[config.mk]
export PLATFORM = sky130hd
export DESIGN_NAME = regFile
export DESIGN_NICKNAME = d
export VERILOG_FILES = /design/src/common/regFilePkg.sv /design/src/common/wbIf.sv /design/src/hw/loadAlign.sv /design/src/hw/regFile.sv /design/src/hw/storeDataPath.sv /design/src/regBank/regBank.sv
export VERILOG_INCLUDE_DIRS = /design/src /design/src/common
export SDC_FILE = /design/constraint.sdc
export NUM_CORES = 2
export LEC_CHECK = 0
export BUFFER_PORTS_ARGS = -buffer_cell sky130_fd_sc_hd__buf_4
export CORE_MARGIN = 2
export CORE_UTILIZATION = 50
export DETAILED_ROUTE_END_ITERATION = 7
export HOLD_SLACK_MARGIN = 0.12
export MAX_ROUTING_LAYER = met4
export PLACE_DENSITY_LB_ADDON = 0.1
export SYNTH_ARGS = -nofsm -noshare
export SYNTH_HDL_FRONTEND = slang
export SYNTH_SLANG_ARGS = --single-unit
export TNS_END_PERCENT = 20
[constraint.sdc]
create_clock -name gclk -period 2.1 [get_ports gclk]
set_input_delay 0.42 -clock gclk [delete_from_list [all_inputs] [get_ports gclk]]
set_output_delay 0.42 -clock gclk [all_outputs]
set_load 0.01 [all_outputs]
[src/common/regFile_cfg.svh]
`ifndef REGFILE_CFG_SVH
`define REGFILE_CFG_SVH

// bus and register width
`define DATA_W 32

// register address width, 32 entries
`define REG_AW 5

// word-aligned link address, low two bits implied zero
`define LINK_W 30

`endif

[src/common/regFilePkg.sv]
`include "regFile_cfg.svh"

package regFilePkg;

   // write-back source select
   typedef enum logic [1:0] {
      MX_RESULT = 2'd0,
      MX_LINK   = 2'd1,
      MX_LOAD   = 2'd2,
      MX_NONE   = 2'd3
   } mxDstT;

   // store access size, taken from the low opcode bits
   typedef enum logic [1:0] {
      ACC_BYTE = 2'd0,
      ACC_HALF = 2'd1,
      ACC_WORD = 2'd2,
      ACC_RSVD = 2'd3
   } accSizeT;

   // data bus word as byte lanes or halfword lanes
   // byte 3 and half 1 sit in the most significant bits
   typedef union packed {
      logic [`DATA_W/8-1:0][7:0]   bytes;
      logic [`DATA_W/16-1:0][15:0] halves;
   } busWordT;

endpackage

[src/common/wbIf.sv]
`include "regFile_cfg.svh"

interface wbIf;
   import regFilePkg::*;

   // destination register and its source
   logic [`REG_AW-1:0] wrAddr;
   mxDstT              mxDst;

   // candidate write-back values
   logic [`DATA_W-1:0] result;
   logic [`LINK_W-1:0] pcLink;

   // aligned load word, one cycle after the cache read
   logic [`DATA_W-1:0] loadWord;

   // execute enable delayed into the write-back stage
   logic               wrEn;

   // load aligner
   modport src (
      output loadWord
   );

   // register storage
   modport bank (
      input  wrAddr,
      input  mxDst,
      input  result,
      input  pcLink,
      input  loadWord,
      output wrEn
   );

   // store operand forwarding and io peek
   modport fwd (
      input wrAddr,
      input mxDst,
      input result,
      input loadWord
   );

endinterface

[src/hw/loadAlign.sv]
`include "regFile_cfg.svh"

module loadAlign (
   input  logic               gclk,
   input  logic               arstN,
   input  logic [`DATA_W-1:0] cacheDataIn,
   input  logic [3:0]         byteSel,
   wbIf.src                   wb
);
   import regFilePkg::*;

   busWordT            cacheWord;
   logic [`DATA_W-1:0] aligned;

   assign cacheWord = busWordT'(cacheDataIn);

   // pick the addressed lane and zero-extend it
   always_comb begin
      aligned = '0;
      case (byteSel)
         // byte lanes, msb first
         4'h8: begin
            aligned[7:0] = cacheWord.bytes[3];
         end
         4'h4: begin
            aligned[7:0] = cacheWord.bytes[2];
         end
         4'h2: begin
            aligned[7:0] = cacheWord.bytes[1];
         end
         4'h1: begin
            aligned[7:0] = cacheWord.bytes[0];
         end
         // halfword lanes
         4'hC: begin
            aligned[15:0] = cacheWord.halves[1];
         end
         4'h3: begin
            aligned[15:0] = cacheWord.halves[0];
         end
         // full word
         4'hF: begin
            aligned = cacheWord;
         end
         // anything else loads zero
         default: begin
            aligned = '0;
         end
      endcase
   end

   always_ff @(posedge gclk or negedge arstN) begin
      if (!arstN) begin
         wb.loadWord <= '0;
      end else begin
         wb.loadWord <= aligned;
      end
   end

endmodule

[src/hw/regFile.sv]
`include "regFile_cfg.svh"

module regFile (
   input  logic               gclk,
   input  logic               arstN,
   input  logic               dEn,
   input  logic               xEn,
   input  logic [5:0]         opc,
   input  logic [`REG_AW-1:0] wrAddr,
   input  logic [`REG_AW-1:0] rdAddr,
   input  logic [`REG_AW-1:0] raAddr,
   input  logic [`REG_AW-1:0] rbAddr,
   input  regFilePkg::mxDstT  mxDst,
   input  logic [`LINK_W-1:0] pcLink,
   input  logic [`DATA_W-1:0] result,
   input  logic [`DATA_W-1:0] cacheDataIn,
   input  logic [3:0]         byteSel,
   output logic [`DATA_W-1:0] regA,
   output logic [`DATA_W-1:0] regB,
   output logic [`DATA_W-1:0] ioData,
   output logic [`DATA_W-1:0] cacheDataOut
);
   import regFilePkg::*;

   accSizeT            storeSize;
   logic [`DATA_W-1:0] dstReg;

   wbIf wbBus ();

   // write-back stage inputs onto the shared bundle
   assign wbBus.wrAddr = wrAddr;
   assign wbBus.mxDst  = mxDst;
   assign wbBus.result = result;
   assign wbBus.pcLink = pcLink;

   // store size lives in the low opcode bits
   assign storeSize = accSizeT'(opc[1:0]);

   loadAlign loadAlign_inst (
      .gclk        (gclk),
      .arstN       (arstN),
      .cacheDataIn (cacheDataIn),
      .byteSel     (byteSel),
      .wb          (wbBus.src)
   );

   regBank regBank_inst (
      .gclk   (gclk),
      .arstN  (arstN),
      .dEn    (dEn),
      .xEn    (xEn),
      .raAddr (raAddr),
      .rbAddr (rbAddr),
      .rdAddr (rdAddr),
      .wb     (wbBus.bank),
      .regA   (regA),
      .regB   (regB),
      .dstReg (dstReg)
   );

   storeDataPath storeDataPath_inst (
      .rdAddr       (rdAddr),
      .raAddr       (raAddr),
      .rbAddr       (rbAddr),
      .size         (storeSize),
      .dstReg       (dstReg),
      .wb           (wbBus.fwd),
      .cacheDataOut (cacheDataOut),
      .ioData       (ioData)
   );

endmodule

[src/hw/storeDataPath.sv]
`include "regFile_cfg.svh"

module storeDataPath (
   input  logic [`REG_AW-1:0]  rdAddr,
   input  logic [`REG_AW-1:0]  raAddr,
   input  logic [`REG_AW-1:0]  rbAddr,
   input  regFilePkg::accSizeT size,
   input  logic [`DATA_W-1:0]  dstReg,
   wbIf.fwd                    wb,
   output logic [`DATA_W-1:0]  cacheDataOut,
   output logic [`DATA_W-1:0]  ioData
);
   import regFilePkg::*;

   logic    dstHit;
   logic    fwdLoad;
   logic    fwdResult;
   busWordT operand;
   busWordT sized;

   // store source is being written back right now
   assign dstHit    = (wb.wrAddr == rdAddr) && (wb.wrAddr != '0);
   assign fwdLoad   = dstHit && (wb.mxDst == MX_LOAD);
   assign fwdResult = dstHit && (wb.mxDst == MX_RESULT);

   // load forward wins over result forward
   always_comb begin
      if (fwdLoad) begin
         operand = busWordT'(wb.loadWord);
      end else if (fwdResult) begin
         operand = busWordT'(wb.result);
      end else begin
         operand = busWordT'(dstReg);
      end
   end

   // replicate the operand over all lanes of the bus
   always_comb begin
      sized = '0;
      case (size)
         ACC_BYTE: begin
            sized.bytes = {(`DATA_W/8){operand.bytes[0]}};
         end
         ACC_HALF: begin
            sized.halves = {(`DATA_W/16){operand.halves[0]}};
         end
         ACC_WORD: begin
            sized = operand;
         end
         ACC_RSVD: begin
            sized = '0;
         end
      endcase
   end

   assign cacheDataOut = sized;

   // io peek, result if either operand port names the destination
   assign ioData = ((wb.wrAddr == raAddr) || (wb.wrAddr == rbAddr)) ?
                   wb.result : wb.loadWord;

endmodule

[src/regBank/regBank.sv]
`include "regFile_cfg.svh"

module regBank (
   input  logic               gclk,
   input  logic               arstN,
   input  logic               dEn,
   input  logic               xEn,
   input  logic [`REG_AW-1:0] raAddr,
   input  logic [`REG_AW-1:0] rbAddr,
   input  logic [`REG_AW-1:0] rdAddr,
   wbIf.bank                  wb,
   output logic [`DATA_W-1:0] regA,
   output logic [`DATA_W-1:0] regB,
   output logic [`DATA_W-1:0] dstReg
);
   import regFilePkg::*;

   localparam int NumRegs = 2 ** `REG_AW;

   logic [`DATA_W-1:0] regs [NumRegs];
   logic [`DATA_W-1:0] wrData;
   logic [`DATA_W-1:0] regD;
   logic               doWrite;

   // execute enable lines up with the write-back stage
   always_ff @(posedge gclk or negedge arstN) begin
      if (!arstN) begin
         wb.wrEn <= 1'b0;
      end else begin
         wb.wrEn <= xEn;
      end
   end

   // write-back source
   always_comb begin
      case (wb.mxDst)
         MX_RESULT: begin
            wrData = wb.result;
         end
         MX_LINK: begin
            wrData = {wb.pcLink, {(`DATA_W - `LINK_W){1'b0}}};
         end
         MX_LOAD: begin
            wrData = wb.loadWord;
         end
         MX_NONE: begin
            wrData = '0;
         end
      endcase
   end

   // r0 stays zero, none source writes nothing
   assign doWrite = wb.wrEn && (wb.wrAddr != '0) && (wb.mxDst != MX_NONE);

   always_ff @(posedge gclk or negedge arstN) begin
      if (!arstN) begin
         for (int i = 0; i < NumRegs; i++) begin
            regs[i] <= '0;
         end
      end else if (doWrite) begin
         regs[wb.wrAddr] <= wrData;
      end
   end

   // read ports see the contents from before this edge's write
   always_ff @(posedge gclk or negedge arstN) begin
      if (!arstN) begin
         regA <= '0;
         regB <= '0;
         regD <= '0;
      end else if (dEn) begin
         regA <= regs[raAddr];
         regB <= regs[rbAddr];
         regD <= regs[rdAddr];
      end
   end

   // store operand gets one more stage
   always_ff @(posedge gclk or negedge arstN) begin
      if (!arstN) begin
         dstReg <= '0;
      end else begin
         dstReg <= regD;
      end
   end

endmodule

==> metrics.txt <==
ys async rst share 1.00; Final Total Pwr between 60 and 70 mW; final setup margin -0.724 ns; Initial Util 0.503; Worst slew margin 0.157; ys flop type dfrtp_1; first-pass GRT wire length between 400 and 500 mm; Initial DRT Pass Iterations 8; final period utilization 1.34; clock-pin slew on the worst setup and hold paths 0.06 ns; I/O pin total 258; Max VDD drop between 700 and 800 uV; multi-input logic area approximately 37000 um2; WP data required 1.68 ns; layout cells sized above 1 0.196; violated checks DRC, setup timing; Worst Path Buf+Inv 4; Worst Setup SP wrAddr[4]; Syn Area/Cell 9.62 um2; post-route cell area 85400 um2; Die Y roughly 380 um; Final Hold Viols 0; row count 136; post-place setup slack -0.766 ns; r2r setup slk 0.08 ns; most numerous cell in the Yosys netlist mux2i_1; Antenna Nets Post-Route 0; min-delay worst type in2async; routed vias between 60000 and 70000; routed vias/inst between 6 and 7; largest net degree at the start of global routing 106; Final Max Tran Viols 0; Max Freq 354 MHz; Tmin final 2.82 ns; PwrDens 781 nW/um2; cell type with the largest total area after synthesis dfrtp_1; clock skew around 0.028 ns; routed len/inst 29.7 um; Setup crit start kind input port; Area Growth Syn to Fin 23.7%; setup TNS -37.72 ns; TritonCTS clock tree done; vias in the first global route between 60000 and 70000; worst r2r src regBank_inst.regs[601]; CP endpoint kind output pin; mapped cell area ~69000 um2; category of the most critical setup path in2out; status complete, but fails checks; yosys warns 0; gpl congestion around 0.97; worst reg2reg path depth 6; CP max stage cell nor4_4; Overflow after GRT 0; MaxCap Viol Count 0; Clock Path Buffers 3; Routed WL 284 mm; Post-synth EDFFs 0; crit-path leading delay family simple AND/OR/NAND/NOR gates; number of H-tree levels 4; Max Fanout on Critical Path 6; Clock Sinks 1185; Worst R2R End regBank_inst.regA[25]; register area 29700 um2; Crit path largest cell delay ~0.56 ns; worst slew pin tran 1.26 ns; CTS root buffer clkbuf_16; HPWL Detailed about 190 mm; GRT Util Overall 0.407; Util after Layout 0.622; Worst EP arrival 2.40 ns; DRC viols 14; worst-skew pair later-pin latency 0.78 ns; top cells by count, synth 1568 x mux2i_1, 1185 x dfrtp_1, 976 x nand2_1; Syn Inst Count 7180; RSZ-0062 raised after global routing true; placed inst area 80100 um2; post-synth net total 7310; clock buffer count from CTS 137; initial antenna violation count 5; Iter 0 DRT Violations 7650; Core ar. 137000 um2; Static Leak 39.8 nW; port buffer count 253; top area cells in the synthesized netlist dfrtp_1 43%, mux2i_1 23%, a22oi_1 8.5%; chip width approximately 380 um; sequential-to-total area share from yosys stat 0.429; fillers between 10000 and 15000; Final setup viols 64; die footprint between 100000 and 150000 um2; synthesized flop and latch total between 1000 and 1500; Final #Nets 7786; post-synthesis cell type count 44; Yosys top cell area share 0.429; worst-path cell chain buf_12 > xor2_4 > nor4_4 > buf_4 > and2_4 > buf_12 > o21ai_4 > o221ai_2 > buf_4
## per-layer routing
metal	share of wire	GRT usage
met5	0	-
met4	0.059	0.206
met3	0.085	0.0790
met2	0.44	0.598
met1	0.42	0.538
## placed cells by master, fill, tap and decap left out, drive strengths merged, types with 35 or more instances in the layout
master	Yosys	routed
nand2	986	986
nor4	97	97
clkbuf	486	192
dlygate4sd3	0	64
buf	268	1026
clkinv	0	35
nand3	37	37
mux2i	1568	1568
a22oi	784	784
mux2	136	136
o21ai	986	986
dfrtp	1185	1185
nor2	71	71
a21oi	437	437
## final cells by class
type                       instances  area share
antenna                            6    0.000176
clock buffer                     192      0.0471
clock inverter                    47     0.00498
inverter                           2   0.0000879
multi-input combinational       5240       0.432
sequential                      1185       0.347
tap                             1794      0.0263
timing repair buffer            1090       0.143
## report_power, final
part	internal (mW)	switching (mW)	total, mW
combinational	6.54	7.69	14.2
sequential	25.5	2.98	28.5
clock	13.9	10.1	24.0
total	45.9	20.8	66.7
## flip-flops by register name, indices dropped and copies added, names as in the netlist
signal,count
regBank_inst.regA,32
regBank_inst.regD,32
regBank_inst.regB,32
loadAlign_inst.wb.loadWord,32
regBank_inst.regs,1024
regBank_inst.wb.wrEn,1
regBank_inst.dstReg,32
## timing repair
| action | 4_1_cts | 5_1_grt |
|---|---|---|
| resized for setup | 24 | 15 |
| endpoints found under the hold margin | 1030 | 0 |
| pin swaps | 21 | 6 |
| cloned | 1 | 0 |
| setup endpoints to repair | 64 | 86 |
| hold buffers | 64 | 0 |
| buffers inserted | 1 | 1 |
## logic make-up after synthesis
kind of cell,Yosys count,synth area share
AO/OA/AOI/OAI,2268,0.196
AND/OR/NAND/NOR,1252,0.0765
flip-flops,1185,0.429
buffers and inverters,756,0.0472
XOR/XNOR,15,0.00190
multiplexers,1704,0.249
## worst max path at each step
stage                       endpoint  slack (ns)  cells past startpoint
floorplan           cacheDataOut[15]       -0.09                      8
global placement    cacheDataOut[31]       -0.78                      9
detailed placement  cacheDataOut[31]       -0.77                      9
CTS                 cacheDataOut[28]       -0.64                      9
global route        cacheDataOut[26]       -0.69                      9
finish              cacheDataOut[28]       -0.72                      9
## per-stage QoR
step / hold slack, ns / instances
final: 0.154 / 9556
after global routing: 0.153 / 9554
after CTS: 0.123 / 9549
after detailed placement: 0.323 / 9244
after global placement: 0.327 / 9244
after floorplan: 0.124 / 7180
(Power assumes the default switching activity.)
